$ cat src/source/lsu_pkg.sv
package lsu_pkg;

    // ---------------------------------------
    // Widths
    // ---------------------------------------

    // Data path width
    localparam int unsigned XLEN = 64;
    // Bytes per doubleword
    localparam int unsigned NUM_BYTES = XLEN / 8;
    // Byte offset inside a doubleword
    localparam int unsigned BYTE_OFF_W = 3;
    // Row index field of a bank command
    localparam int unsigned ROW_W = 16;
    // Request tag
    localparam int unsigned TAG_W = 4;
    // Full byte address carried by a request
    localparam int unsigned REQ_ADDR_W = 32;

    // Cycles from request strobe to response strobe
    localparam int unsigned LSU_LATENCY = 3;

    // ---------------------------------------
    // Access type
    // ---------------------------------------

    // Size and signedness of one access
    typedef enum logic [2:0] {
        LS_BYTE       = 3'd0,
        LS_BYTE_U     = 3'd1,
        LS_HALFWORD   = 3'd2,
        LS_HALFWORD_U = 3'd3,
        LS_WORD       = 3'd4,
        LS_WORD_U     = 3'd5,
        LS_DOUBLEWORD = 3'd6
    } ldst_type_t;

    // ---------------------------------------
    // Request, bank command, response
    // ---------------------------------------

    // Incoming request, store data right-aligned
    typedef struct packed {
        ldst_type_t             ldst_type;
        logic                   is_store;
        logic [REQ_ADDR_W-1:0]  addr;
        logic [XLEN-1:0]        wdata;
        logic [TAG_W-1:0]       tag;
    } lsu_req_t;

    // Dispatch to bank, store data already in its byte lanes
    typedef struct packed {
        logic                   is_store;
        ldst_type_t             ldst_type;
        logic [BYTE_OFF_W-1:0]  byte_off;
        logic [ROW_W-1:0]       index;
        logic [NUM_BYTES-1:0]   be;
        logic [XLEN-1:0]        wdata;
    } lsu_bank_cmd_t;

    // Response, data zero for stores and exceptions
    typedef struct packed {
        logic [TAG_W-1:0]       tag;
        logic                   is_store;
        logic                   misaligned;
        logic [XLEN-1:0]        rdata;
    } lsu_rsp_t;

endpackage
$ cat src/source/lsu_dispatch.sv
module lsu_dispatch import lsu_pkg::*; #(
    parameter int unsigned NUM_BANKS = 4,
    parameter int unsigned ADDR_W    = 9
) (
    input  logic                 clk_i,
    input  logic                 rst_n_i,
    input  logic                 req_valid_i,
    input  lsu_req_t             req_i,
    output logic [NUM_BANKS-1:0] bank_valid_o,
    output lsu_bank_cmd_t        bank_cmd_o,
    output logic                 exc_valid_o,
    output lsu_rsp_t             exc_rsp_o
);

    // Bank select sits right above the byte offset
    localparam int unsigned BANK_SEL_W = $clog2(NUM_BANKS);
    localparam int unsigned BANK_LSB   = BYTE_OFF_W;
    localparam int unsigned ROW_LSB    = BYTE_OFF_W + BANK_SEL_W;

    logic [BYTE_OFF_W-1:0] byte_off;
    logic [BANK_SEL_W-1:0] bank_sel;
    logic                  misaligned;
    logic [NUM_BYTES-1:0]  size_mask;
    logic [NUM_BANKS-1:0]  bank_onehot;
    lsu_bank_cmd_t         cmd_d;

    assign byte_off = req_i.addr[BYTE_OFF_W-1:0];
    assign bank_sel = req_i.addr[BANK_LSB +: BANK_SEL_W];

    // ---------------------------------------
    // Alignment and size decode
    // ---------------------------------------
    always_comb begin
        misaligned = 1'b0;
        size_mask  = '1;
        case (req_i.ldst_type)
            LS_BYTE, LS_BYTE_U: begin
                size_mask = 8'b0000_0001;
            end
            LS_HALFWORD, LS_HALFWORD_U: begin
                misaligned = byte_off[0];
                size_mask  = 8'b0000_0011;
            end
            LS_WORD, LS_WORD_U: begin
                misaligned = |byte_off[1:0];
                size_mask  = 8'b0000_1111;
            end
            LS_DOUBLEWORD: begin
                misaligned = |byte_off;
            end
            // Unused encoding, full row
            default: ;
        endcase
    end

    // One-hot strobe for the addressed bank
    always_comb begin
        bank_onehot           = '0;
        bank_onehot[bank_sel] = 1'b1;
    end

    // ---------------------------------------
    // Command build
    // ---------------------------------------
    always_comb begin
        cmd_d.is_store  = req_i.is_store;
        cmd_d.ldst_type = req_i.ldst_type;
        cmd_d.byte_off  = byte_off;
        // Row bits above the bank select, zero-extended
        cmd_d.index     = ROW_W'(req_i.addr[ADDR_W-1:ROW_LSB]);
        cmd_d.be        = size_mask << byte_off;
        // Move store data into its byte lanes
        cmd_d.wdata     = req_i.wdata << {byte_off, 3'b000};
    end

    // Strobes
    always_ff @(posedge clk_i) begin
        if (!rst_n_i) begin
            bank_valid_o <= '0;
            exc_valid_o  <= 1'b0;
        end else begin
            // No bank access for a bad request
            bank_valid_o <= (req_valid_i && !misaligned) ? bank_onehot : '0;
            // Side strobe for every request
            exc_valid_o  <= req_valid_i;
        end
    end

    // Payload
    always_ff @(posedge clk_i) begin
        if (req_valid_i) begin
            bank_cmd_o           <= cmd_d;
            exc_rsp_o.tag        <= req_i.tag;
            exc_rsp_o.is_store   <= req_i.is_store;
            exc_rsp_o.misaligned <= misaligned;
            exc_rsp_o.rdata      <= '0;
        end
    end

endmodule

$ cat config.mk
export PLATFORM = sky130hd
export DESIGN_NAME = lsu_dispatch
export DESIGN_NICKNAME = d
export VERILOG_FILES = /design/src/source/lsu_pkg.sv /design/src/source/lsu_dispatch.sv
export SDC_FILE = /design/constraint.sdc
export NUM_CORES = 1
export LEC_CHECK = 0
export BUFFER_PORTS_ARGS = -buffer_cell sky130_fd_sc_hd__clkbuf_2
export CORE_ASPECT_RATIO = 0.5
export CORE_MARGIN = 2
export CORE_UTILIZATION = 51
export CTS_BUF_LIST = sky130_fd_sc_hd__clkbuf_4
export CTS_CLUSTER_DIAMETER = 30
export DETAILED_ROUTE_END_ITERATION = 12
export PLACE_DENSITY = 0.93
export SYNTH_ARGS = -nofsm -noshare
export SYNTH_HDL_FRONTEND = slang
export SYNTH_SLANG_ARGS = --single-unit
export TNS_END_PERCENT = 5
$ cat constraint.sdc
create_clock -name clk_i -period 2.7 [get_ports clk_i]
set_input_delay 0.27 -clock clk_i [delete_from_list [all_inputs] [get_ports clk_i]]
set_output_delay 0.27 -clock clk_i [all_outputs]
set_load 0.02 [all_outputs]
-- Word-level counts from Yosys, hierarchy flattened
Cells that the tools add are included.
- $lt $le $gt $ge: 2
- equal/unequal tests: 6
- reduce and logical (&&, ||, !) cells: 10
- shifts and indexed selects: 2
- multiplexer cells: 4
- operators by type and width (kind ; number):
    64-bit by 6-bit left shift with 64-bit output ; 1
    8-bit case mux with 3 select lines ; 1
    3-bit == test (second input constant) ; 3
    2-bit OR reduction ; 4
    8-bit by 3-bit left shift with 8-bit output ; 1
    3-bit by 2-bit == test with 1-bit output (second input constant) ; 2
    3-bit by 1-bit == test with 1-bit output (second input constant) ; 1
    3-bit zero test ; 1
    2-bit by 3-bit < comparator with 1-bit output (second input constant) ; 1
    1-bit case mux with 3 select lines ; 1
    3-bit OR reduction ; 1
    1-bit demux with 2-bit select ; 1
    2-bit by 1-bit greater-or-equal comparator with 1-bit output (second input constant) ; 1
    1-bit logical AND ; 2
    2-bit AND reduction ; 1
    1-bit zero test ; 1
    1-bit two-way mux ; 1
- input bits: 107
- output and inout port bits: 170
- flip-flop bits (word level): 93

-- Logic depth before layout (Yosys ltp)
- depth after elaboration: 6
- gate-level depth with buffers: 7
- mapped depth without buffers: 3

-- Worst setup path after synthesis
OpenSTA, ideal clock, no wires.
- path type: input port to flip-flop
- start: input port req_i[69] (netlist bit)
- end: register bank_cmd_o[50] (netlist bit), data pin
- library setup time: 0.269 ns
- stages on the path: 6
- arrival: 1.227 ns
- slack: 1.204 ns
- path through: buf_2 > or2_2 > buf_2 > buf_6 > a211oi_1 > a221oi_1
- RTL lines (element ; line ; RTL):
    start, declared ; lsu_dispatch.sv:8 ; input lsu_req_t req_i,
    end signal, assigned ; lsu_dispatch.sv:92 ; bank_cmd_o <= cmd_d;
    end, declared ; lsu_dispatch.sv:10 ; output lsu_bank_cmd_t bank_cmd_o,

==> results.ini <==
[sta]
setup_viol=0
finalHoldViolCount=0
max_slew_margin=0.211
fin_crit_ps=1690
fmax_mhz=592
holdWs_ps=87.8
setup_tns_ps=0
period_share=0.625
rsz0062_at_grt=false
tightest_slew_ps=1180
maxSlewViolCount=0

[global_route]
track_usage=0.197
antenna_found_initial=0
grt_pass1_wl_um=16700
grt_max_degree=54
grt.overflow.total=0
grt_pass1_vias=3333

[cts]
max-clock-path-buffers=2
cts_tree=yes
cts_buffers=9
clkTransAtPathRegs_ps=130
cts_setup_buffers=0
clock_sink_count=93
root_buffer=clkbuf_4
htreeDepth=3

[power_and_ir_drop]
leakagePower_nw=2.73
powerDensity_nw_per_um2=523
fin_total_pwr_mw=3.23
ir_worst_vdd_uv=219

[floorplan]
chipHeight_um=75.9
initial_core_util=0.521
die_area_um2=11200
pin_count=277
die_x_um=148
rows=26
core_um2=10100

[critical_path]
required_ps=2840
crit_start=req_i[69]
crit_path_end_kind=flip-flop
crit_chain=clkbuf_2 -> nor2b_1 -> a221oi_1
startpoint_type=input port
slowest_stage=nor2b_1
cp_max_fo=16
cpPeakStageDelay_ps=970
cp_top_family=simple AND/OR/NAND/NOR gates
crit_type=input port to flip-flop
crit_arrival_ps=1830
crit_buf_inv=1

[yosys]
synth.mux.area_fraction=0.132
yosys.area.top_type_share=0.501
ys_seq_area_frac=0.520
syn-instance-count=443
synth.distinct_cells=40
netlist_area_um2=5270
synth_compound_area_frac=0.108
yosys.area_share.simple=0.0902
yosys_warnings=0
yosys.area_share.adder=0
synthTopCellsByArea=edfxtp_1, buf_4, mux2i_1
synth_xor_area_frac=0
synth_top_area_cell=edfxtp_1
synthArstFlopShare=0
synth.ff_latch_count=93
synth_edf_count=88
synth_top_family_by_area=buffers and inverters
avgSynthCellArea_um2=11.9
synth_ff_type=edfxtp_1
synth_top_cells_by_count=edfxtp_1, buf_4, mux2i_1, nor2_1, mux2_2
yosysMostFrequentCell=edfxtp_1

[placed_design]
gp_congestion=0.900
place_hpwl_um=8730
portBuffers=177
dpl_cell_area_um2=5940

[flow_run]
cap_viol_max_count=0

[detailed_routing]
ant_nets=0
drc=0
drt-total-wl_um=12200
wire_per_inst_um=16.0
via_count=3912
viasPerCell=5.14
first_pass_iters=5
drtIter0Drc=213

[final_layout]
fill_cells=816
fin_util=0.610
multi_input_area_um2=2030
seqCellArea_um2=2740
layout-drive-gt1-share=0.366
antennaDiodeCount=0
final_net_count=723
area_growth_pct=17.1
final_area_um2=6170

[run_status]
status=finished clean

[worst_hold_path]
min_from=rst_n_i
hold_path.class=input port to flip-flop

path summary, 6_finish.rpt:
check	to	slack, ps	cells past startpoint
setup / recovery	bank_cmd_o[54]	1010	3
hold / removal	exc_valid_o	90	3
logic make-up (layout without fill, tap and decap cells):
family	Yosys count	count (layout)
AO/OA/AOI/OAI	78	78
other	1	76
flip-flops	93	93
buffers and inverters	114	217
AND/OR/NAND/NOR	90	90
multiplexers	67	67
cell usage in the layout (no fill, tap or decap), types with 9 or more instances in the layout:
master	Yosys	layout
edfxtp_1	88	88
clkbuf_2	1	175
nand2_1	9	9
dlygate4sd3_1	0	12
nand2b_1	9	9
buf_4	81	10
mux2i_1	46	46
clkbuf_4	0	11
conb_1	1	76
nor2_1	27	27
mux2_2	21	21
o21ai_0	11	11
and2_1	10	10
a211oi_1	17	17
o21a_1	9	9
nor2b_1	10	10
timing repair:
action / 4_1_cts / 5_1_grt
gates resized for setup: 0 / 0
hold endpoints to repair: 12 / 0
hold buffers: 12 / 0
cell type report:
cell class,instances,share of cell area
clock buffers,11,0.0134
clock inverters,5,0.00466
repair buffers,199,0.180
flip-flops and latches,93,0.444
inverters,2,0.00122
multi-input cells,311,0.328
well taps,140,0.0284
stage by stage:
step,worst slack (ps),instances
2_1_floorplan,1200,518
3_3_place_gp,652,733
3_5_place_dp,609,733
4_1_cts,1080,761
5_1_grt,902,761
6_report,1010,761
registers in the layout (all words and copies together), names as in the netlist:
name          flops
bank_cmd_o       82
exc_rsp_o         6
bank_valid_o      4
exc_valid_o       1
metal layers:
metal  part of all wire  global-route usage  vias up
met5                  0                   0        -
met3              0.085              0.0485       21
met1               0.40               0.243     1854
met4              0.024               0.100        0
li1                   -                   -     1840
met2               0.49               0.335      197
where the power goes:
part	switching [mW]	leakage, nW	internal (mW)
Combinational	0.540	1.78	0.273
Clock	0.445	0.0619	0.205
Sequential	0.0393	0.893	1.72
Total	1.02	2.73	2.20
Note: power is estimated with default switching activity, not from simulation.
