<file path="src/source/lsu_pkg.sv">
package lsu_pkg;

    // ---------------------------------------
    // Widths
    // ---------------------------------------

    // Data path width
    localparam int unsigned XLEN = 64;
    // Bytes per doubleword
    localparam int unsigned NUM_BYTES = XLEN / 8;
    // Byte offset inside a doubleword
    localparam int unsigned BYTE_OFF_W = 3;
    // Row index field of a bank command
    localparam int unsigned ROW_W = 16;
    // Request tag
    localparam int unsigned TAG_W = 4;
    // Full byte address carried by a request
    localparam int unsigned REQ_ADDR_W = 32;

    // Cycles from request strobe to response strobe
    localparam int unsigned LSU_LATENCY = 3;

    // ---------------------------------------
    // Access type
    // ---------------------------------------

    // Size and signedness of one access
    typedef enum logic [2:0] {
        LS_BYTE       = 3'd0,
        LS_BYTE_U     = 3'd1,
        LS_HALFWORD   = 3'd2,
        LS_HALFWORD_U = 3'd3,
        LS_WORD       = 3'd4,
        LS_WORD_U     = 3'd5,
        LS_DOUBLEWORD = 3'd6
    } ldst_type_t;

    // ---------------------------------------
    // Request, bank command, response
    // ---------------------------------------

    // Incoming request, store data right-aligned
    typedef struct packed {
        ldst_type_t             ldst_type;
        logic                   is_store;
        logic [REQ_ADDR_W-1:0]  addr;
        logic [XLEN-1:0]        wdata;
        logic [TAG_W-1:0]       tag;
    } lsu_req_t;

    // Dispatch to bank, store data already in its byte lanes
    typedef struct packed {
        logic                   is_store;
        ldst_type_t             ldst_type;
        logic [BYTE_OFF_W-1:0]  byte_off;
        logic [ROW_W-1:0]       index;
        logic [NUM_BYTES-1:0]   be;
        logic [XLEN-1:0]        wdata;
    } lsu_bank_cmd_t;

    // Response, data zero for stores and exceptions
    typedef struct packed {
        logic [TAG_W-1:0]       tag;
        logic                   is_store;
        logic                   misaligned;
        logic [XLEN-1:0]        rdata;
    } lsu_rsp_t;

endpackage
</file>
<file path="src/source/lsu_bank.sv">
module lsu_bank import lsu_pkg::*; #(
    parameter int unsigned BANK_DEPTH = 16
) (
    input  logic            clk_i,
    input  logic            rst_n_i,
    input  logic            cmd_valid_i,
    input  lsu_bank_cmd_t   cmd_i,
    output logic            rd_valid_o,
    output logic [XLEN-1:0] rd_data_o
);

    // Row bits actually used inside this bank
    localparam int unsigned ROW_BITS = (BANK_DEPTH > 1) ? $clog2(BANK_DEPTH) : 1;

    logic [XLEN-1:0]       mem [BANK_DEPTH];
    logic [ROW_BITS-1:0]   row;
    logic                  load_hit;
    logic                  store_hit;

    // Load stage registers
    logic                  rd_valid_q;
    logic [XLEN-1:0]       rd_line_q;
    ldst_type_t            rd_type_q;
    logic [BYTE_OFF_W-1:0] rd_off_q;

    assign row       = cmd_i.index[ROW_BITS-1:0];
    assign load_hit  = cmd_valid_i && !cmd_i.is_store;
    assign store_hit = cmd_valid_i && cmd_i.is_store;

    // ---------------------------------------
    // Storage
    // ---------------------------------------
    always_ff @(posedge clk_i) begin
        if (!rst_n_i) begin
            // All rows zero after reset
            for (int r = 0; r < BANK_DEPTH; r++) begin
                mem[r] <= '0;
            end
        end else if (store_hit) begin
            // Byte lanes outside the enables keep old contents
            for (int b = 0; b < NUM_BYTES; b++) begin
                if (cmd_i.be[b]) begin
                    mem[row][b*8 +: 8] <= cmd_i.wdata[b*8 +: 8];
                end
            end
        end
    end

    // ---------------------------------------
    // Load path
    // ---------------------------------------
    always_ff @(posedge clk_i) begin
        if (!rst_n_i) begin
            rd_valid_q <= 1'b0;
        end else begin
            // Stores give no read strobe
            rd_valid_q <= load_hit;
        end
    end

    // Row data plus what the aligner needs
    always_ff @(posedge clk_i) begin
        if (load_hit) begin
            rd_line_q <= mem[row];
            rd_type_q <= cmd_i.ldst_type;
            rd_off_q  <= cmd_i.byte_off;
        end
    end

    load_aligner u_aligner (
        .ldst_type_i (rd_type_q),
        .byte_off_i  (rd_off_q),
        .line_i      (rd_line_q),
        .line_o      (rd_data_o)
    );

    assign rd_valid_o = rd_valid_q;

endmodule

</file>
<file path="src/source/load_aligner.sv">
module load_aligner import lsu_pkg::*; (
    input  ldst_type_t            ldst_type_i,
    input  logic [BYTE_OFF_W-1:0] byte_off_i,
    input  logic [XLEN-1:0]       line_i,
    output logic [XLEN-1:0]       line_o
);

    logic [31:0] sel_w;
    logic [15:0] sel_h;
    logic [7:0]  sel_b;

    // ---------------------------------------
    // Lane selection
    // ---------------------------------------
    always_comb begin
        // Upper or lower word
        if (byte_off_i[2]) begin
            sel_w = line_i[63:32];
        end else begin
            sel_w = line_i[31:0];
        end
        // Upper or lower halfword of it
        if (byte_off_i[1]) begin
            sel_h = sel_w[31:16];
        end else begin
            sel_h = sel_w[15:0];
        end
        // Upper or lower byte of that
        if (byte_off_i[0]) begin
            sel_b = sel_h[15:8];
        end else begin
            sel_b = sel_h[7:0];
        end
    end

    // ---------------------------------------
    // Extension
    // ---------------------------------------
    always_comb begin
        case (ldst_type_i)
            // Signed, replicate top bit
            LS_BYTE:       line_o = {{(XLEN-8){sel_b[7]}}, sel_b};
            LS_HALFWORD:   line_o = {{(XLEN-16){sel_h[15]}}, sel_h};
            LS_WORD:       line_o = {{(XLEN-32){sel_w[31]}}, sel_w};
            // Unsigned, pad with zeros
            LS_BYTE_U:     line_o = {{(XLEN-8){1'b0}}, sel_b};
            LS_HALFWORD_U: line_o = {{(XLEN-16){1'b0}}, sel_h};
            LS_WORD_U:     line_o = {{(XLEN-32){1'b0}}, sel_w};
            // Whole row as is
            LS_DOUBLEWORD: line_o = line_i;
            default:       line_o = line_i;
        endcase
    end

endmodule

</file>
<file path="config.mk">
export PLATFORM = sky130hd
export DESIGN_NAME = lsu_bank
export DESIGN_NICKNAME = d
export VERILOG_FILES = /design/src/source/lsu_pkg.sv /design/src/source/lsu_bank.sv /design/src/source/load_aligner.sv
export SDC_FILE = /design/constraint.sdc
export NUM_CORES = 2
export LEC_CHECK = 0
export BUFFER_PORTS_ARGS = -buffer_cell sky130_fd_sc_hd__buf_2
export CAP_MARGIN = 10
export CORE_MARGIN = 5
export CORE_UTILIZATION = 25
export DETAILED_ROUTE_END_ITERATION = 8
export PLACE_DENSITY = 0.48
export SLEW_MARGIN = 5
export SYNTH_ARGS = -nofsm -noshare
export SYNTH_HDL_FRONTEND = slang
export SYNTH_HIERARCHICAL = 1
export SYNTH_SLANG_ARGS = --single-unit
</file>
<file path="constraint.sdc">
create_clock -name clk_i -period 4.7 [get_ports clk_i]
set_clock_uncertainty 0.2 [all_clocks]
set_input_delay 0.235 -clock clk_i [delete_from_list [all_inputs] [get_ports clk_i]]
set_output_delay 0.235 -clock clk_i [all_outputs]
set_load 0.005 [all_outputs]
</file>
Word level (Yosys, flattened, before mapping)
Memories as Yosys holds them, arrays and structs flattened. A register that Yosys moved wholly into a read port is not among the register bits.
Cells that the tools add are included.
{"block": "totals", "memories": 1, "output_inout_bits": 65, "inputBits": 98, "wordCells": 54, "mem_bits_rw": 1024, "rom_bits": 0, "latch_bits": 0, "ff_bits": 7}
{"memory": "mem", "depth": 16, "width": 64, "read_ports": 1, "rd_ports_with_merged_regs": 1, "write_ports": 16, "line_no": "lsu_bank.sv:15", "rtl": "logic [XLEN-1:0] mem [BANK_DEPTH];"}
{"block": "classes", "bitwise": 0, "n_shift": 0, "div_mod_pow": 0, "muxes": 40, "add_sub_neg": 0, "mul": 0, "n_lt_le_gt_ge": 0, "n_eq_ne": 5, "n_reduce_logical": 5}
{"cell": "$pmux 64 s6", "n": 1}
{"cell": "$mux 64", "n": 1}
{"cell": "$reduce_or 64->1", "n": 1}
{"cell": "$mux 1", "n": 33}
{"cell": "$mux 32", "n": 1}
{"cell": "$mux 16", "n": 1}
{"cell": "$mux 8", "n": 2}
{"cell": "$eq 3x2->1 const B", "n": 2}
{"cell": "$eq 3x3->1 const B", "n": 2}
{"cell": "$mux 4", "n": 1}
{"cell": "$eq 3x1->1 const B", "n": 1}
{"cell": "$logic_not 3->1", "n": 1}
{"cell": "$logic_and 1x1->1", "n": 2}
{"cell": "$logic_not 1->1", "n": 1}

Longest topological paths before layout
{"block": "depth", "depth_word": 6, "depth_mapped": 7, "ltp_nobuf": 4}

Hierarchy
Netlist, hierarchy kept.
{"mod": "lsu_bank", "area_per_inst_um2": 46428.3, "cells_per_inst": 3105, "instances": 1}
{"mod": "load_aligner", "area_per_inst_um2": 1597.8, "cells_per_inst": 199, "instances": 1}

Worst setup path before layout
Ideal clock, no wire load.
{"block": "synth_path", "path_kind": "input-to-reg", "from": "input port cmd_valid_i", "to": "register rd_line_q[0] (read register of mem), enable pin", "required_ns": 3.993, "path_slack_ns": 0.231, "n_path_buf": 2, "stages": 3, "setup_time_ns": 0.507, "arrival_time_ns": 3.762, "cell_sequence": "buf_2 > clkbuf_1 > nor2b_1"}
{"block": "synth_via", "elab_chain_cells": 1}
{"item": "start, declared", "line_no": "lsu_bank.sv:6", "rtl": "input logic cmd_valid_i,"}
{"item": "$logic_and 1x1->1", "line_no": "lsu_bank.sv:27", "rtl": "assign load_hit = cmd_valid_i && !cmd_i.is_store;"}
{"item": "named net load_hit", "line_no": "lsu_bank.sv:17", "rtl": "logic load_hit;"}
{"item": "end, declared", "line_no": "lsu_bank.sv:22", "rtl": "logic [XLEN-1:0] rd_line_q;"}
The timed path passes the listed nets, and every way through them passes these cells.
A chain may end at the register's enable or synchronous reset.

Final worst setup path
{"block": "layout_path", "from": "register rd_type_q[1]", "to": "output port rd_data_o[21]"}
{"block": "layout_via", "elab_chain_cells": 2}
{"item": "start, declared", "line_no": "lsu_bank.sv:23", "rtl": "ldst_type_t rd_type_q;"}
{"item": "start signal, assigned", "line_no": "lsu_bank.sv:65", "rtl": "rd_type_q <= cmd_i.ldst_type;"}
{"item": "$eq 3x3->1, or another cell as far along", "line_no": "load_aligner.sv:40", "rtl": "case (ldst_type_i)"}
{"item": "$pmux 64 s6 (*)", "line_no": "load_aligner.sv:40"}
{"item": "end, declared", "line_no": "lsu_bank.sv:9", "rtl": "output logic [XLEN-1:0] rd_data_o"}
Every way passes the cells marked *; elsewhere a longest branch is shown, timed or not.

==> metrics list <==
* Status: finished, final reports clean
- Flops & latches, synth: roughly 1.1k
- Post-synthesis net count: 3402
* Count of different cell masters after synthesis: 43
- Sequential fraction of the synthesis area: between 60% and 70%
- The total count of max-transition violations in the final report was 0.
* Startpoint of the worst-slack reg-to-reg timing path: mem[0][7]
* Endpoint required time on the critical path: 4.26 ns
* Share of cells above drive strength 1: 22.5%
- Classification of the worst setup path: reg2out
- Aggregate negative setup slack: 0 ns
- Wire length reported by the detailed router: around 150000 um
* CTS Buf Count: 114
- Async S/R FF share, synth: 0%
* Worst hold path cell count: 3
* Number of sinks driven by the clock tree: between 1k and 1.5k
- Initial antenna violation count: 13
- Element type at the critical path end: output port
* Highest-delay cell along the critical path: sky130_fd_sc_hd__a31oi_2
- Deepest clock path buffer count: 3
- Number of standard-cell rows in the floorplan: 160
- Hold Crit Class: in2reg
- Power dissipated by switching net loads: 5.28 mW
- For this run, design rule violations remaining after detail routing come to 0.
- Slew at the pin closest to its max-slew limit: ~1.1 ns
- Netlist Area Pre-Place: approximately 0.048 mm2
- After the first detailed-routing iteration, the DRC count stood at 2453.
- Hold Path Origin: cmd_i[20]
- Counting both buffers and inverters, the worst setup path holds a total of 1.
* Final number of hold-violating endpoints: 0
- Worst R2R Setup Slack: 2.76 ns
* Critical Path AT: 3.86 ns
- The kind of cell with the highest combined delay along the critical path is compound AO/OA/AOI/OAI gates.
- Total power density per cell area: slightly below 400 mW/mm2
- Clk slew on worst S/H paths: about 0.06 ns
- The die covers 0.201 mm2.
* Fraction of post-synthesis cell area in the top cell type by area: 68.4%
- Gate count after technology mapping: 3304
- Once detailed placement completed, the half-perimeter wirelength came to 100000 um.
- Counting buffers and inverters, the worst setup path is 5 cells deep.
- The largest single stage delay on the critical path is 0.73 ns.
- The worst pin sits at a relative slew slack of 25.4%.
- Worst r2r dst: rd_line_q[7]
- Finish-stage setup viols: 0
* Part of the power in registers: a little over 50%
* Design internal power: 16.8 mW
- Via-to-Cell Ratio: approximately 4.7
- For this design the top-level I/O count stands at 163.
- Power share of the clock group: 39.7%
- Initial cell density of the core: 25.2%
- Max capacitance violation total: 0
- Total number of vias: 28.7k
- Register-to-Register Path Depth: 3
- Counting I/O delays and the setup requirement, the final critical path takes ~4.3 ns.
- Derived from the worst setup path, the maximum achievable clock frequency is 0.233 GHz.
- Share of total power consumed by net switching: a little under a quarter
- TritonRoute pass-1 iters: 5
* Biggest area contributors in the synthesized netlist: sky130_fd_sc_hd__edfxtp_1 68%, sky130_fd_sc_hd__mux4_2 13%, sky130_fd_sc_hd__nor2_1 7.5%, sky130_fd_sc_hd__a22oi_1 2.0%, sky130_fd_sc_hd__o21ai_0 1.6%
* Chip width: 448 um
* Global-route wire length before repair: 217000 um
- The die is 448 um tall.
- Of the available clock period, the critical path in the final layout requires 91.4%.
* Number of global-route vias before repair: 29.3k
* Remaining number of nets flagged by the antenna check after routing: 0
- The worst setup path is launched from a flip-flop.
* TritonCTS clock tree: yes
- Summed over all cells, the static leakage comes to 18.2 nW.
- Critical Path, Cell by Cell: nor2_1 -> or4_1 -> a31oi_2 -> a2bb2oi_1 -> buf_2
- CTS built an H-tree with a depth of 3.
* Cts repair resizes: 0
- The worst-case IR drop observed on VDD is 0.000319 V.
- During placement, the flow inserted port buffers numbering 150.
* Global-route total usage across every layer: 15.0%
- The core region is 0.191 mm2.
- Relative contribution of combinational cells to total power: under 10%
- Avg Synthesized Cell Area: 14.5 um2
- Including well taps, the total number of placed cells is 5857.
* Clk Tree Root Cell: sky130_fd_sc_hd__clkbuf_16
- Entering global routing, the biggest net connects 115 pins.
* Post-CTS Setup Inserts: 0
* Setup repair after global routing missed its margin: false
- After global routing the overflow that remains totals 0.
- Synth area leader: sky130_fd_sc_hd__edfxtp_1
- Among all flip-flop cells after synthesis, the most frequent one is sky130_fd_sc_hd__edfxtp_1.
* Number of enable-type register cells in the synthesized netlist: between 1k and 1.5k
- Wire per inst: 24.8 um
- For this design, the CTS-stage hold fixing added 65 buffers.
* Post-layout net count: 3625
- After the flow finishes, the layout carries non-filler instances totaling 6151.
- The later pin in the worst-skew pair is clocked with a latency of 0.74 ns.
* P&R area growth vs syn: 17.8%
* Worst hold endpoint: mem[12][20]
* Synth warn: 6
- Worst-path maximum fanout: 15
- GPL Wtd Cong: between 0.8 and 0.9
## how the worst max path moves through the flow
| stage | startpoint | end |
|---|---|---|
| 2_1_floorplan | cmd_valid_i | rd_line_q[0] |
| 3_3_place_gp | rd_type_q[1] | rd_data_o[28] |
| 3_5_place_dp | rd_type_q[1] | rd_data_o[16] |
| 4_1_cts | rd_type_q[1] | rd_data_o[19] |
| 5_1_grt | rd_type_q[1] | rd_data_o[21] |
| 6_report | rd_type_q[1] | rd_data_o[21] |
## through the flow
stage / hold WS (ns) / power, mW / worst slack (ns) / util, % / area (um2)
2_1_floorplan: 0.134 / 12.6 / 0.231 / - / 48000
3_3_place_gp: 0.331 / 13.5 / 1.25 / 27.4 / 52300
3_5_place_dp: 0.335 / 13.5 / 1.27 / 27.4 / 52300
4_1_cts: 0.0232 / 22.4 / 0.429 / 29.7 / 56500
5_1_grt: 0.0633 / 22.9 / 0.309 / 29.7 / 56500
6_report: 0.0544 / 22.1 / 0.405 / 29.7 / 56600
## cells in the mapped netlist, types with 2 or more instances
master / instances
sky130_fd_sc_hd__o21ai_0: 150
sky130_fd_sc_hd__clkbuf_1: 169
sky130_fd_sc_hd__mux4_2: 267
sky130_fd_sc_hd__a22oi_1: 131
sky130_fd_sc_hd__mux2_2: 6
sky130_fd_sc_hd__o21ai_1: 2
sky130_fd_sc_hd__and2_1: 91
sky130_fd_sc_hd__mux4_1: 4
sky130_fd_sc_hd__nor2b_1: 5
sky130_fd_sc_hd__a31oi_1: 2
sky130_fd_sc_hd__edfxtp_1: 1094
sky130_fd_sc_hd__a32oi_1: 2
sky130_fd_sc_hd__buf_4: 11
sky130_fd_sc_hd__nor2_1: 954
sky130_fd_sc_hd__a21oi_1: 13
sky130_fd_sc_hd__and4_1: 8
sky130_fd_sc_hd__a2bb2oi_1: 15
sky130_fd_sc_hd__nand3_1: 5
sky130_fd_sc_hd__buf_2: 101
sky130_fd_sc_hd__nand4_1: 8
sky130_fd_sc_hd__buf_6: 16
sky130_fd_sc_hd__nand2_1: 153
sky130_fd_sc_hd__a21o_1: 36
sky130_fd_sc_hd__nand4bb_1: 2
sky130_fd_sc_hd__o22ai_1: 7
sky130_fd_sc_hd__buf_1: 20
sky130_fd_sc_hd__mux2i_1: 16
## flip-flops by register name, indices dropped and copies added, names as in the netlist
| name | cells |
|---|---|
| rd_off_q | 3 |
| rd_type_q | 3 |
| rd_valid_o | 1 |
| rd_line_q | 64 |
| mem | 1024 |
## cell usage in the layout (no fill, tap or decap), types with 3 or more instances in the layout
cell type / n
sky130_fd_sc_hd__inv_6: 4
sky130_fd_sc_hd__mux4_1: 4
sky130_fd_sc_hd__o21ai_0: 150
sky130_fd_sc_hd__clkinv_1: 38
sky130_fd_sc_hd__bufinv_16: 7
sky130_fd_sc_hd__clkbuf_16: 114
sky130_fd_sc_hd__and4_1: 8
sky130_fd_sc_hd__nand3_4: 4
sky130_fd_sc_hd__clkinv_2: 24
sky130_fd_sc_hd__a21o_1: 36
sky130_fd_sc_hd__buf_12: 8
sky130_fd_sc_hd__clkbuf_1: 21
sky130_fd_sc_hd__a21oi_1: 13
sky130_fd_sc_hd__diode_2: 15
sky130_fd_sc_hd__a22oi_1: 131
sky130_fd_sc_hd__mux4_2: 267
sky130_fd_sc_hd__and2_1: 90
sky130_fd_sc_hd__mux2i_1: 16
sky130_fd_sc_hd__nand2_4: 10
sky130_fd_sc_hd__nand4_1: 8
sky130_fd_sc_hd__buf_2: 147
sky130_fd_sc_hd__dlygate4sd3_1: 65
sky130_fd_sc_hd__nor2b_4: 3
sky130_fd_sc_hd__nor2_1: 953
sky130_fd_sc_hd__buf_4: 202
sky130_fd_sc_hd__o22ai_1: 7
sky130_fd_sc_hd__a2bb2oi_1: 15
sky130_fd_sc_hd__mux2_2: 6
sky130_fd_sc_hd__nand2_1: 143
sky130_fd_sc_hd__edfxtp_1: 1094
## routing by layer
metal	GRT usage [%]	up-vias	routed length [um]
li1	-	12700	-
met1	18.4	15000	60000
met4	6.99	0	7450
met5	0	-	0
met3	1.77	200	6560
met2	26.3	780	78600
## power groups by stage
stage / sequential [mW] / clock, mW / combinational [mW]
floorplan: 11.5 / 0 / 1.08
global placement: 11.6 / 0 / 1.88
detailed placement: 11.6 / 0 / 1.89
CTS: 11.4 / 8.98 / 1.94
global route: 11.5 / 9.38 / 2.02
finish: 11.4 / 8.78 / 1.91
## worst reg2reg max path, delay by kind of cell, from the launching register on
| kind | cells | cell delay (ns) |
|---|---|---|
| flip-flops | 1 | 0.38 |
| multiplexers | 1 | 0.48 |
| AO/OA/AOI/OAI | 1 | 0.45 |
| AND/OR/NAND/NOR | 1 | 0.17 |
## cells by family after synthesis
family                 count (synthesis)  share of synthesized area (%)
and+or+nand+nor                     1235                           10.4
DFF                                 1095                           68.4
AOI/OAI and AO/OA                    362                           4.85
buffers and inverters                319                           3.09
muxes                                293                           13.2
## cell type report
type,count,area [um2]
well taps,2511,3140
flip-flops and latches,1095,32900
repair buffers,424,3090
multi-input cells,1890,13800
fillers,19200,134000
clock buffers,135,2930
clock inverters,79,622
diodes,15,37.5
inverters,2,7.51
Note: power is estimated with default switching activity, not from simulation.
