[src/source/lsu_pkg.sv]
package lsu_pkg;

    // ---------------------------------------
    // Widths
    // ---------------------------------------

    // Data path width
    localparam int unsigned XLEN = 64;
    // Bytes per doubleword
    localparam int unsigned NUM_BYTES = XLEN / 8;
    // Byte offset inside a doubleword
    localparam int unsigned BYTE_OFF_W = 3;
    // Row index field of a bank command
    localparam int unsigned ROW_W = 16;
    // Request tag
    localparam int unsigned TAG_W = 4;
    // Full byte address carried by a request
    localparam int unsigned REQ_ADDR_W = 32;

    // Cycles from request strobe to response strobe
    localparam int unsigned LSU_LATENCY = 3;

    // ---------------------------------------
    // Access type
    // ---------------------------------------

    // Size and signedness of one access
    typedef enum logic [2:0] {
        LS_BYTE       = 3'd0,
        LS_BYTE_U     = 3'd1,
        LS_HALFWORD   = 3'd2,
        LS_HALFWORD_U = 3'd3,
        LS_WORD       = 3'd4,
        LS_WORD_U     = 3'd5,
        LS_DOUBLEWORD = 3'd6
    } ldst_type_t;

    // ---------------------------------------
    // Request, bank command, response
    // ---------------------------------------

    // Incoming request, store data right-aligned
    typedef struct packed {
        ldst_type_t             ldst_type;
        logic                   is_store;
        logic [REQ_ADDR_W-1:0]  addr;
        logic [XLEN-1:0]        wdata;
        logic [TAG_W-1:0]       tag;
    } lsu_req_t;

    // Dispatch to bank, store data already in its byte lanes
    typedef struct packed {
        logic                   is_store;
        ldst_type_t             ldst_type;
        logic [BYTE_OFF_W-1:0]  byte_off;
        logic [ROW_W-1:0]       index;
        logic [NUM_BYTES-1:0]   be;
        logic [XLEN-1:0]        wdata;
    } lsu_bank_cmd_t;

    // Response, data zero for stores and exceptions
    typedef struct packed {
        logic [TAG_W-1:0]       tag;
        logic                   is_store;
        logic                   misaligned;
        logic [XLEN-1:0]        rdata;
    } lsu_rsp_t;

endpackage
[src/source/lsu_collector.sv]
module lsu_collector import lsu_pkg::*; #(
    parameter int unsigned NUM_BANKS = 4
) (
    input  logic                            clk_i,
    input  logic                            rst_n_i,
    input  logic [NUM_BANKS-1:0]            rd_valid_i,
    input  logic [NUM_BANKS-1:0][XLEN-1:0]  rd_data_i,
    input  logic                            exc_valid_i,
    input  lsu_rsp_t                        exc_rsp_i,
    output logic                            rsp_valid_o,
    output lsu_rsp_t                        rsp_o
);

    // Side path delayed to line up with bank results
    logic            side_valid_q;
    lsu_rsp_t        side_rsp_q;
    logic [XLEN-1:0] merged;
    lsu_rsp_t        rsp_d;

    // ---------------------------------------
    // Side stage
    // ---------------------------------------
    always_ff @(posedge clk_i) begin
        if (!rst_n_i) begin
            side_valid_q <= 1'b0;
        end else begin
            side_valid_q <= exc_valid_i;
        end
    end

    always_ff @(posedge clk_i) begin
        if (exc_valid_i) begin
            side_rsp_q <= exc_rsp_i;
        end
    end

    // ---------------------------------------
    // Merge
    // ---------------------------------------
    // Banks are one-hot, so an OR of the gated lanes is enough
    always_comb begin
        merged = '0;
        for (int i = 0; i < NUM_BANKS; i++) begin
            if (rd_valid_i[i]) begin
                merged = merged | rd_data_i[i];
            end
        end
    end

    always_comb begin
        rsp_d = side_rsp_q;
        // Data only for good loads
        if (side_rsp_q.is_store || side_rsp_q.misaligned) begin
            rsp_d.rdata = '0;
        end else begin
            rsp_d.rdata = merged;
        end
    end

    // Output stage
    always_ff @(posedge clk_i) begin
        if (!rst_n_i) begin
            rsp_valid_o <= 1'b0;
        end else begin
            rsp_valid_o <= side_valid_q;
        end
    end

    always_ff @(posedge clk_i) begin
        if (side_valid_q) begin
            rsp_o <= rsp_d;
        end
    end

endmodule

[config.mk]
export PLATFORM = sky130hd
export DESIGN_NAME = lsu_collector
export DESIGN_NICKNAME = d
export VERILOG_FILES = /design/src/source/lsu_pkg.sv /design/src/source/lsu_collector.sv
export SDC_FILE = /design/constraint.sdc
export NUM_CORES = 1
export LEC_CHECK = 0
export BUFFER_PORTS_ARGS = -buffer_cell sky130_fd_sc_hd__clkbuf_2
export CORE_AREA = 5 5 156 158
export DETAILED_ROUTE_END_ITERATION = 10
export DIE_AREA = 0 0 161 163
export GPL_TIMING_DRIVEN = 0
export HOLD_SLACK_MARGIN = 0.08
export PLACE_DENSITY_LB_ADDON = 0.08
export REMOVE_ABC_BUFFERS = 1
export SLEW_MARGIN = 15
export SYNTH_ARGS = -nofsm -noshare
export SYNTH_HDL_FRONTEND = slang
export SYNTH_SLANG_ARGS = --single-unit
[constraint.sdc]
create_clock -name clk_i -period 2.2 [get_ports clk_i]
set_input_delay 0.33 -clock clk_i [delete_from_list [all_inputs] [get_ports clk_i]]
set_output_delay 0.33 -clock clk_i [all_outputs]
set_load 0.03 [all_outputs]
* Word-level counts from Yosys, hierarchy flattened
Cells that the tools add are included.
** Operators by class
- Bitwise operators :: 3
- Muxes and demuxes :: 4
- Reductions and logical operators :: 1
** Operator list (number)
- $mux 64 :: 4
- $or 64x64->64 :: 3
- $logic_or 1x1->1 :: 1
** Storage, ports and cells
- Bits in registers :: 78
- Logic and storage cells :: 17
- Output and inout port bits :: 71
- Input port bits :: 333

* Logic depth before layout (Yosys ltp)
Gate-level depths: netlist (run 1).
- Word-level depth :: 7
- Depth in mapped cells :: 4

* Least setup slack after synthesis (run 1)
Ideal clock, no wire load.
- Kind :: reg2reg
- Start :: reg side_valid_q
- End :: reg rsp_o[0] (netlist bit) (enable)
- Setup slack :: -0.046 ns
- Stages on the path, launching flop included :: 1
- Data required time :: 1.766 ns
- Period minus slack after synthesis :: 2.246 ns
- Library setup time :: 0.434 ns
- Arrival time :: 1.812 ns
- Cell sequence :: dfxtp_1
** RTL lines
- from (decl) :: RTL line lsu_collector.sv:15 : logic side_valid_q;
- from (signal assigned) :: RTL line lsu_collector.sv:27 : side_valid_q <= exc_valid_i;
- to (signal assigned) :: RTL line lsu_collector.sv:71 : rsp_o <= rsp_d;
- to (decl) :: RTL line lsu_collector.sv:11 : output lsu_rsp_t rsp_o
No word-level cell between the ends.

* Worst setup path after layout (run 1)
- Start :: reg side_rsp_q (netlist bit rsp_d[64])
- End :: reg rsp_o[0] (netlist bit) (data pin)
** On the way
- Word-level cells in the longest chain between the ends :: 1
** Ends and longest elaborated chain
- from (decl) :: RTL line lsu_collector.sv:16 : lsu_rsp_t side_rsp_q;
- from (signal assigned) :: RTL line lsu_collector.sv:33 : side_rsp_q <= exc_rsp_i;
- $logic_or 1x1->1 :: RTL line lsu_collector.sv:53 : if (side_rsp_q.is_store || side_rsp_q.misaligned) begin
Every way passes these cells.
A chain may end at the register's enable or synchronous reset.

==> impl_results.md, run 1 <==
- Place WS: 517.2 ps
- GRT overflow: 0
- Finished Core Util: 27.24%
- Final ANT Viol Nets: 0
- Via Count: 4,013
- Initial antenna violation count: 0
- Critical path class: register to register
- Post-Synth XOR/XNOR Area: 0%
- Hold-fix buffers at CTS: 0
- Post-Syn Area: 4071 µm²
- CP Launch Type: register
- Outcome: finished clean
- Final Instance Area: 6260 µm²
- Clk root buf: clkbuf_16
- Tightest Pin Transition: 847.4 ps
- RSZ-0062 raised after global routing: false
- CTS tree: yes
- Final min period: 1551 ps
- Compound-gate portion of the synthesized area: 37.00%
- MaxCap Viol Count: 0
- # clock sinks: 78
- Vias per cell: 4.362
- Critical Path Sink Type: register
- Worst slew margin: 43.51%
- Initial Utilization: 17.72%
- Crit path max-delay family: simple AND/OR/NAND/NOR gates
- HPWL Detailed: 11,740 µm
- Clk slew on worst S/H paths: 70 ps
- Setup bufs post-CTS: 0
- Slew Viols, Final: 0
- Input/output buffers: 339
- Core area: 22,980 µm²
- Fillers: 2,479
- H-tree levels: 3
- Crit. Startpoint: rsp_d[64]$_DFFE_PP_
- Clock tree buffer depth: 2
- R2R Setup Slk: 650 ps
- Yosys Warn Count: 0
- First-pass GRT wire length: 22,910 µm
- CP max FO: 34
- Total GRT Usage: 11.08%
- Cell Chain, Critical Path: or2_4, buf_16, a21oi_1
- WL final: 15,560 µm
- Post-route setup TNS: 0 ps
- Largest family of logic cells by synthesized area: compound AO/OA/AOI/OAI gates
- Arrival @ worst endpoint: 1620 ps
- Residual DRC: 0
- CP max-delay cell: or2_4
- Worst r2r src: rsp_d[64]$_DFFE_PP_
- Fmax: 644.5 MHz
- Num CTS Buffers: 9
- Clk_skew: 9.844 ps
- Crit share post-route: 70.52%
- Site Rows: 56
- Hold crit path type: input pin to register
- PwrDens: 654.8 nW/µm²
- Syn avg cell area: 13.22 µm²
- Adder-cell share of the synthesized area: 0%
- Post-synthesis simple-gate area fraction: 0.4610%
- Fin. Hold Viols: 0
- P_leak: 0.002753 µW
- Syn Inst Count: 308
- I/O pin count: 404
- Post_cts resized: 0
- Power Total: 4099 µW
- R2R cell count: 3
- Seq cells post-synth: 78
- Yosys cell types: 10
- Clk Latency, worst-skew pair: 350 ps
- Fraction of layout cells with a size suffix above 1: 66.51%
- Hold Path Depth: 1
- R2r endpoint: rsp_o[0]$_SDFFCE_PP0P_
- Largest net degree at the start of global routing: 65
- Placed Area: 5971 µm²
- Min-delay src: exc_rsp_i[68]
- Worst path bufs/invs: 1
- Die ar.: 26,240 µm²
- CP peak stage delay: 490 ps
- Final #Nets: 958
- Antenna fix cells: 0
- 1st-iter DRT viols: 167
- PnR worst setup slack: 648.5 ps
- Vias in the first global route: 4,288
- Mux cell area share after synthesis: 0%
- Routed len/inst: 16.91 µm
- Peak supply drop: 0.2169 mV
- Worst Hold Path EP: rsp_d[68]$_DFFE_PP_
- Worst Path Required: 2270 ps
- Die W: 161 µm
- Sequential share of the synthesized area: 57.04%
- Synthesis-to-finish area growth: 53.75%
- GPL Wtd Cong: 0.7408
- Final setup violation count: 0
- Die Y: 163 µm
- First-pass DRT Iterations: 4
## cell families after synthesis
| logic type | Yosys count |
|---|---|
| AND/OR/NAND/NOR | 3 |
| AO/OA/AOI/OAI | 192 |
| buffers and inverters | 35 |
| flip-flops | 78 |
## cell usage in the layout, fill, tap and decap left out, types with 2 or more instances in the layout
master	synthesis	final
clkinv_4	0	3
a21oi_1	4	4
clkbuf_16	0	9
inv_6	0	3
and2_1	2	2
edfxtp_1	76	76
a22oi_1	128	128
clkbuf_4	0	4
clkbuf_2	0	335
a21oi_2	60	60
## through the flow
step                      hold WS [ps]  std cells
after floorplan                  400.3        273
after global placement           401.6        902
after detailed placement         406.1        904
after CTS                        136.4        920
after global routing             134.6        920
final                            160.3        920
## power by group
| part | leakage, µW | switching (µW) | internal, µW |
|---|---|---|---|
| Sequential | 0.000730 | 33.1 | 1740 |
| Clock | 0.000143 | 675 | 791 |
| Combinational | 0.00188 | 507 | 355 |
## state kept, by name, summed over array words and instances (netlist names)
signal / count
rsp_o: 70
side_valid_q: 1
rsp_valid_o: 1
rsp_d: 6
## layer usage
metal	up-vias	global-route usage, %	share of wire (%)
li1	1927	-	-
met3	19	2.987	7.6
met1	1882	12.09	37
met4	0	4.963	2.1
met5	-	0	0
met2	185	20.13	53
## final cells by class
class	instances	area (µm²)	area share, %
multi-input combinational	195	1528	24.41
timing repair buffer	341	1754	28.02
clock buffer	9	225.2	3.598
sequential	78	2326	37.16
tap	290	362.8	5.797
clock inverter	7	63.81	1.019
## worst max-delay path by stage
stage	endpoint	slack (ps)	depth (start not counted)
2_1_floorplan	rsp_o[0]$_SDFFCE_PP0P_	-400	2
3_3_place_gp	rsp_o[0]$_SDFFCE_PP0P_	-1550	2
3_5_place_dp	rsp_o[61]$_SDFFCE_PP0P_	520	3
4_1_cts	rsp_o[0]$_SDFFCE_PP0P_	590	3
5_1_grt	rsp_o[0]$_SDFFCE_PP0P_	540	3
6_report	rsp_o[0]$_SDFFCE_PP0P_	650	3
## synthesized netlist by cell type
| cell | n | area (µm²) |
|---|---|---|
| a21oi_1 | 4 | 20.02 |
| a21oi_2 | 60 | 525.5 |
| a22oi_1 | 128 | 960.9 |
| and2_1 | 2 | 12.51 |
| buf_2 | 26 | 130.1 |
| buf_4 | 2 | 15.01 |
| buf_6 | 7 | 78.83 |
| dfxtp_1 | 2 | 40.04 |
| edfxtp_1 | 76 | 2282 |
| or2_1 | 1 | 6.260 |
Note: power is estimated with default switching activity, not from simulation.
==> run 2, diff against run 1 <==
clock period = 1.4 ns   (was 2.2 ns; I/O delays follow)
==> run 2 against run 1 <==
  * Sequential power rose by 58%
  * Wire length rose by 2.8%
  * Sequential share of layout area fell by 0.55 points
  * Critical path depth did not move
  * Clock power rose by 57%
  * Hold slack improved by 55 ps
  * Cell area rose by 1.5%
  * Combinational power rose by 61%
  * Flip-flop and latch count did not move
  * Power rose by 58%
  * Largest cell class unchanged
  * Highest routed layer unchanged
==> impl_results.md, run 2 (synthesis results as in run 1) <==
- Gr busiest metal: met2 (unchanged)
- Die W: 161 µm (unchanged)
- Antenna fix cells: 0 (unchanged)
- Final #Nets: 967 (was 958)
- Final min period: 1317 ps (was 1551 ps)
- Most flop-heavy register: rsp_o (unchanged)
- CP Launch Type: register (unchanged)
- Most common cell after layout, fill and taps aside: clkbuf_2 (unchanged)
- Crit share post-route: 94.05% (was 70.52%)
- Worst Path Required: 1580 ps (was 2270 ps)
- Fillers: 2,477 (was 2,479)
- Clk Latency, worst-skew pair: 350 ps (about the same)
- Die ar.: 26,240 µm² (unchanged)
- P_leak: 0.002790 µW (was 0.002753 µW)
- Clk root buf: clkbuf_16 (unchanged)
- Via Count: 4,061 (was 4,013)
- HPWL Detailed: 11,740 µm (unchanged)
- Worst slew margin: 43.57% (was 43.51%)
- PwrDens: 1020 nW/µm² (was 654.8 nW/µm²)
- GPL Wtd Cong: 0.7408 (unchanged)
- # clock sinks: 78 (unchanged)
- Post-route setup TNS: 0 ps (unchanged)
- Die Y: 163 µm (unchanged)
- Fmax: 759.5 MHz (was 644.5 MHz)
- First-pass GRT wire length: 23,410 µm (was 22,910 µm)
- CP max FO: 15 (was 34)
- Final setup violation count: 0 (unchanged)
- Commonest non-fill, non-tap cells in the layout: clkbuf_2, a22oi_1, edfxtp_1 (unchanged)
- Worst path bufs/invs: 1 (unchanged)
- Slew Viols, Final: 0 (unchanged)
- Routed len/inst: 17.21 µm (was 16.91 µm)
- Clk slew on worst S/H paths: 70 ps (about the same)
- Clock tree buffer depth: 2 (unchanged)
- I/O pin count: 404 (unchanged)
- Max reg flops: 70 (unchanged)
- Fin. Hold Viols: 0 (unchanged)
- Hold crit path type: input pin to register (unchanged)
- Num CTS Buffers: 9 (unchanged)
- Critical path class: register to register (unchanged)
- Largest net degree at the start of global routing: 65 (unchanged)
- MaxCap Viol Count: 0 (unchanged)
- M2 GR Usage: 20.55% (was 20.13%)
- WL final: 15,990 µm (was 15,560 µm)
- Total GRT Usage: 11.39% (was 11.08%)
- Placed Area: 5971 µm² (unchanged)
- Initial Utilization: 17.72% (unchanged)
- Crit path max-delay family: flip-flops (was simple AND/OR/NAND/NOR gates)
- Initial antenna violation count: 0 (unchanged)
- Clk_skew: 11.10 ps (was 9.844 ps)
- Tightest Pin Transition: 846.4 ps (was 847.4 ps)
- Fraction of layout cells with a size suffix above 1: 66.20% (was 66.51%)
- CTS tree: yes (unchanged)
- Vias in the first global route: 4,334 (was 4,288)
- Outcome: finished clean (unchanged)
- CP peak stage delay: 450 ps (was 490 ps)
- RSZ-0062 raised after global routing: false (unchanged)
- GR Util met1: 12.80% (was 12.09%)
- Vias per cell: 4.371 (was 4.362)
- Cell Chain, Critical Path: or2_4, buf_4, a21oi_1 (was or2_4, buf_16, a21oi_1)
- Final Instance Area: 6354 µm² (was 6260 µm²)
- Residual DRC: 0 (unchanged)
- H-tree levels: 3 (unchanged)
- Core area: 22,980 µm² (unchanged)
- Peak supply drop: 0.3469 mV (was 0.2169 mV)
- Synthesis-to-finish area growth: 56.05% (was 53.75%)
- M3 GR Usage: 2.759% (was 2.987%)
- First-pass DRT Iterations: 4 (unchanged)
- 1st-iter DRT viols: 195 (was 167)
- Final ANT Viol Nets: 0 (unchanged)
- Critical Path Sink Type: register (unchanged)
- Site Rows: 56 (unchanged)
- Input/output buffers: 339 (unchanged)
- Power Total: 6481 µW (was 4099 µW)
- GRT overflow: 0 (unchanged)
- Arrival @ worst endpoint: 1500 ps (was 1620 ps)
- CP max-delay cell: edfxtp_1 (was or2_4)
==> run 2: power breakdown <==
| part | internal, µW | switching (µW) | total, µW |
|---|---|---|---|
| Clock | 1240 | 1060 | 2310 |
| Sequential | 2730 | 56.4 | 2790 |
| Combinational | 577 | 811 | 1390 |
==> run 2: worst register-to-register path, cell delays in order (launching register included) <==
cell and delay (ps):
edfxtp_1 450, or2_4 310, buf_4 220, a21oi_1 190
==> run 2: area by class of cell <==
cell class	instances	area [µm²]	share of cell area [%]
repair buffers	349	1832	28.83
clock inverters	7	63.81	1.004
well taps	290	362.8	5.711
flip-flops and latches	78	2326	36.61
clock buffers	9	225.2	3.545
multi-input cells	196	1544	24.30
==> run 2: timing repair <==
item                                    4_1_cts  5_1_grt
cloned                                        1        0
resized for setup                             2        1
hold endpoints to repair                      8        0
endpoints found under the setup margin       34       12
buffers inserted                              1        0
hold buffers                                  7        0
pin swaps                                     1        0
==> run 2: path summary, 6_finish.rpt <==
check,from,to,slack [ps],cells past startpoint
min,rd_data_i[222],rsp_o[30]$_SDFFCE_PP0P_,210,3
min reg2reg,rsp_d[66]$_DFFE_PP_,rsp_o[66]$_DFFE_PP_,420,0
max,rsp_d[65]$_DFFE_PP_,rsp_o[63]$_SDFFCE_PP0P_,80,3
max reg2reg,rsp_d[65]$_DFFE_PP_,rsp_o[63]$_SDFFCE_PP0P_,80,3
==> run 2: per-stage QoR <==
stage,utilization [%],std cells,hold slack [ps],setup slack (ps)
after global routing,27.65,929,199.7,19.90
final,27.65,929,214.8,83.31
after floorplan,-,273,308.9,-1198
after global placement,25.70,902,390.2,-2355
after detailed placement,25.98,904,390.6,-196.9
after CTS,27.63,929,197.6,13.47
==> run 2: layer usage <==
layer | share of wire (%) | wire (µm)
met5 | 0 | 0
met4 | 2.0 | 322
met3 | 7.1 | 1130
met2 | 52 | 8373
met1 | 39 | 6165
==> run 3, diff against run 2 <==
CELL_PAD_IN_SITES_DETAIL_PLACEMENT = 1   (was unset)
CELL_PAD_IN_SITES_GLOBAL_PLACEMENT = 1   (was unset)
CORE_AREA = 5 5 153 155   (was 5 5 156 158)
DIE_AREA = 0 0 158 160   (was 0 0 161 163)
clock period = 1.55 ns   (was 1.4 ns; I/O delays follow)
==> run 3 against run 2 <==
  * First-iteration DRC count is 21% lower
  * Critical path depth is 1 lower
  * Flip-flop and latch count stayed put
  * Sequential share of layout area is 0.35 points lower
  * Fmax is 4.9% lower
  * Clock-buffer cell count stayed put
  * Global-route usage is 2.7 points higher
  * Sequential power is 9.7% lower
  * Power is 5.6% lower
  * Largest cell class unchanged
==> impl_results.md, run 3 (synthesis results as in run 1) <==
- Internal cell power: 4418 µW (was 4552 µW)
- GPL Wtd Cong: 0.7387 (was 0.7408)
- Vias per cell: 4.479 (was 4.371)
- Antenna fix cells: 0 (unchanged)
- Most flop-heavy register: rsp_o (unchanged)
- Final setup violation count: 0 (unchanged)
- Largest net degree at the start of global routing: 65 (unchanged)
- Routed len/inst: 20.00 µm (was 17.21 µm)
- Power share of the clock group: 37.8% (was 35.6%)
- Commonest non-fill, non-tap cells in the layout: clkbuf_2, a22oi_1, edfxtp_1 (unchanged)
- Clk slew on worst S/H paths: 70 ps (about the same)
- Synthesis-to-finish area growth: 57.56% (was 56.05%)
- Crit share post-route: 89.32% (was 94.05%)
- Final #Nets: 969 (was 967)
- Input/output buffers: 339 (unchanged)
- 1st-iter DRT viols: 155 (was 195)
- Post_cts resized: 0 (was 2)
- Hold crit path type: input pin to register (unchanged)
- First-pass GRT wire length: 27,170 µm (was 23,410 µm)
- Outcome: finished clean (unchanged)
- CTS tree: yes (unchanged)
- Worst slew margin: 43.82% (was 43.57%)
- Residual DRC: 0 (unchanged)
- GRT overflow: 0 (unchanged)
- Clk_skew: 11.07 ps (was 11.10 ps)
- Worst Path Required: 1730 ps (was 1580 ps)
- Die Y: 160 µm (was 163 µm)
- Inst Count DP: 897 (was 904)
- # clock sinks: 78 (unchanged)
- Fmax: 722.3 MHz (was 759.5 MHz)
- RSZ-0062 raised after global routing: false (unchanged)
- Sequential power share: 41.2% (was 43.0%)
- Die W: 158 µm (was 161 µm)
- I/O pin count: 404 (unchanged)
- WL final: 18,420 µm (was 15,990 µm)
- Clk Latency, worst-skew pair: 340 ps (was 350 ps)
- Final Instance Area: 6415 µm² (was 6354 µm²)
- Arrival @ worst endpoint: 1570 ps (was 1500 ps)
- Total GRT Usage: 14.08% (was 11.39%)
- Via Count: 4,125 (was 4,061)
- First-pass DRT Iterations: 4 (unchanged)
- Non-Filler Instances: 921 (was 929)
- Die ar.: 25,280 µm² (was 26,240 µm²)
- Clk root buf: clkbuf_16 (unchanged)
- Placed Area: 6018 µm² (was 5971 µm²)
- Core area: 21,690 µm² (was 22,980 µm²)
- Clock tree buffer depth: 2 (unchanged)
- Vias in the first global route: 4,756 (was 4,334)
- Max reg flops: 70 (unchanged)
- P_leak: 0.002822 µW (was 0.002790 µW)
- H-tree levels: 3 (unchanged)
- CP max FO: 16 (was 15)
- Fin. Hold Viols: 0 (unchanged)
- Site Rows: 54 (was 56)
- HPWL Detailed: 14,460 µm (was 11,740 µm)
- Peak supply drop: 0.4961 mV (was 0.3469 mV)
- Tightest Pin Transition: 842.7 ps (was 846.4 ps)
- Initial Utilization: 18.77% (was 17.72%)
- NetSw: 1700 µW (was 1930 µW)
- Critical path class: register to register (unchanged)
- Slew Viols, Final: 0 (unchanged)
- Final min period: 1385 ps (was 1317 ps)
- PwrDens: 953.7 nW/µm² (was 1020 nW/µm²)
- Logic pwr share: 21.0% (was 21.4%)
- MaxCap Viol Count: 0 (unchanged)
- Initial antenna violation count: 0 (unchanged)
- Most common cell after layout, fill and taps aside: clkbuf_2 (unchanged)
- Final ANT Viol Nets: 0 (unchanged)
- Critical Path Sink Type: register (unchanged)
- Sw frac: 27.78% (was 29.77%)
- CP Launch Type: register (unchanged)
- Num CTS Buffers: 9 (unchanged)
- Fraction of layout cells with a size suffix above 1: 66.15% (was 66.20%)
- Worst hold margin: 106.2 ps (was 214.8 ps)
[run 3: repair_timing]
action                                  4_1_cts  5_1_grt
hold buffers                                  6        0
setup buffers                                 1        0
endpoints found under the setup margin       23        0
endpoints found under the hold margin         6        0
[run 3: layer usage]
metal	vias up	wire length [µm]	track usage, %
met5	-	0	0
li1	1952	-	-
met2	221	9262	24.28
met1	1926	6750	15.60
met3	26	2041	5.873
met4	0	362	4.653
[run 3: path summary, 6_finish.rpt]
path                                   to                start  slack (ps)  cells past startpoint
hold reg to reg       rsp_o[68]$_DFFE_PP_  rsp_d[68]$_DFFE_PP_         420                      0
setup / recovery  rsp_o[18]$_SDFFCE_PP0P_  rsp_d[65]$_DFFE_PP_         170                      2
setup reg to reg  rsp_o[18]$_SDFFCE_PP0P_  rsp_d[65]$_DFFE_PP_         170                      2
hold / removal     rsp_valid_o$_SDFF_PN0_              rst_n_i         110                      2
[run 3: per-stage QoR]
step | util (%) | setup slack [ps] | TNS, ps | power, µW
after floorplan | - | -1048 | -109710 | 3166
after global placement | 27.18 | -2249 | -235830 | 3846
after detailed placement | 27.75 | -77.36 | -622.2 | 3855
after CTS | 29.58 | 108.1 | 0 | 6242
after global routing | 29.58 | 90.44 | 0 | 6419
final | 29.58 | 165.5 | 0 | 6118
[run 3: power groups by stage]
stage	Clock, µW	Sequential, µW	Combinational [µW]
2_1_floorplan	0	2800	369
3_3_place_gp	0	2590	1260
3_5_place_dp	0	2570	1290
4_1_cts	2400	2530	1310
5_1_grt	2480	2540	1400
6_report	2310	2520	1280
[run 3: worst max-delay path: stages (launching register included)]
cell      delay, ps
edfxtp_1        460
or2_2           580
a21oi_2         190
[run 3: layout make-up]
| type | count | area [µm²] |
|---|---|---|
| Clock buffer | 9 | 225.2 |
| Tap cell | 280 | 350.3 |
| Fill cell | 2503 | 15270 |
| Timing Repair Buffer | 351 | 1882 |
| Multi-Input combinational cell | 196 | 1534 |
| Clock inverter | 7 | 97.59 |
| Sequential cell | 78 | 2326 |
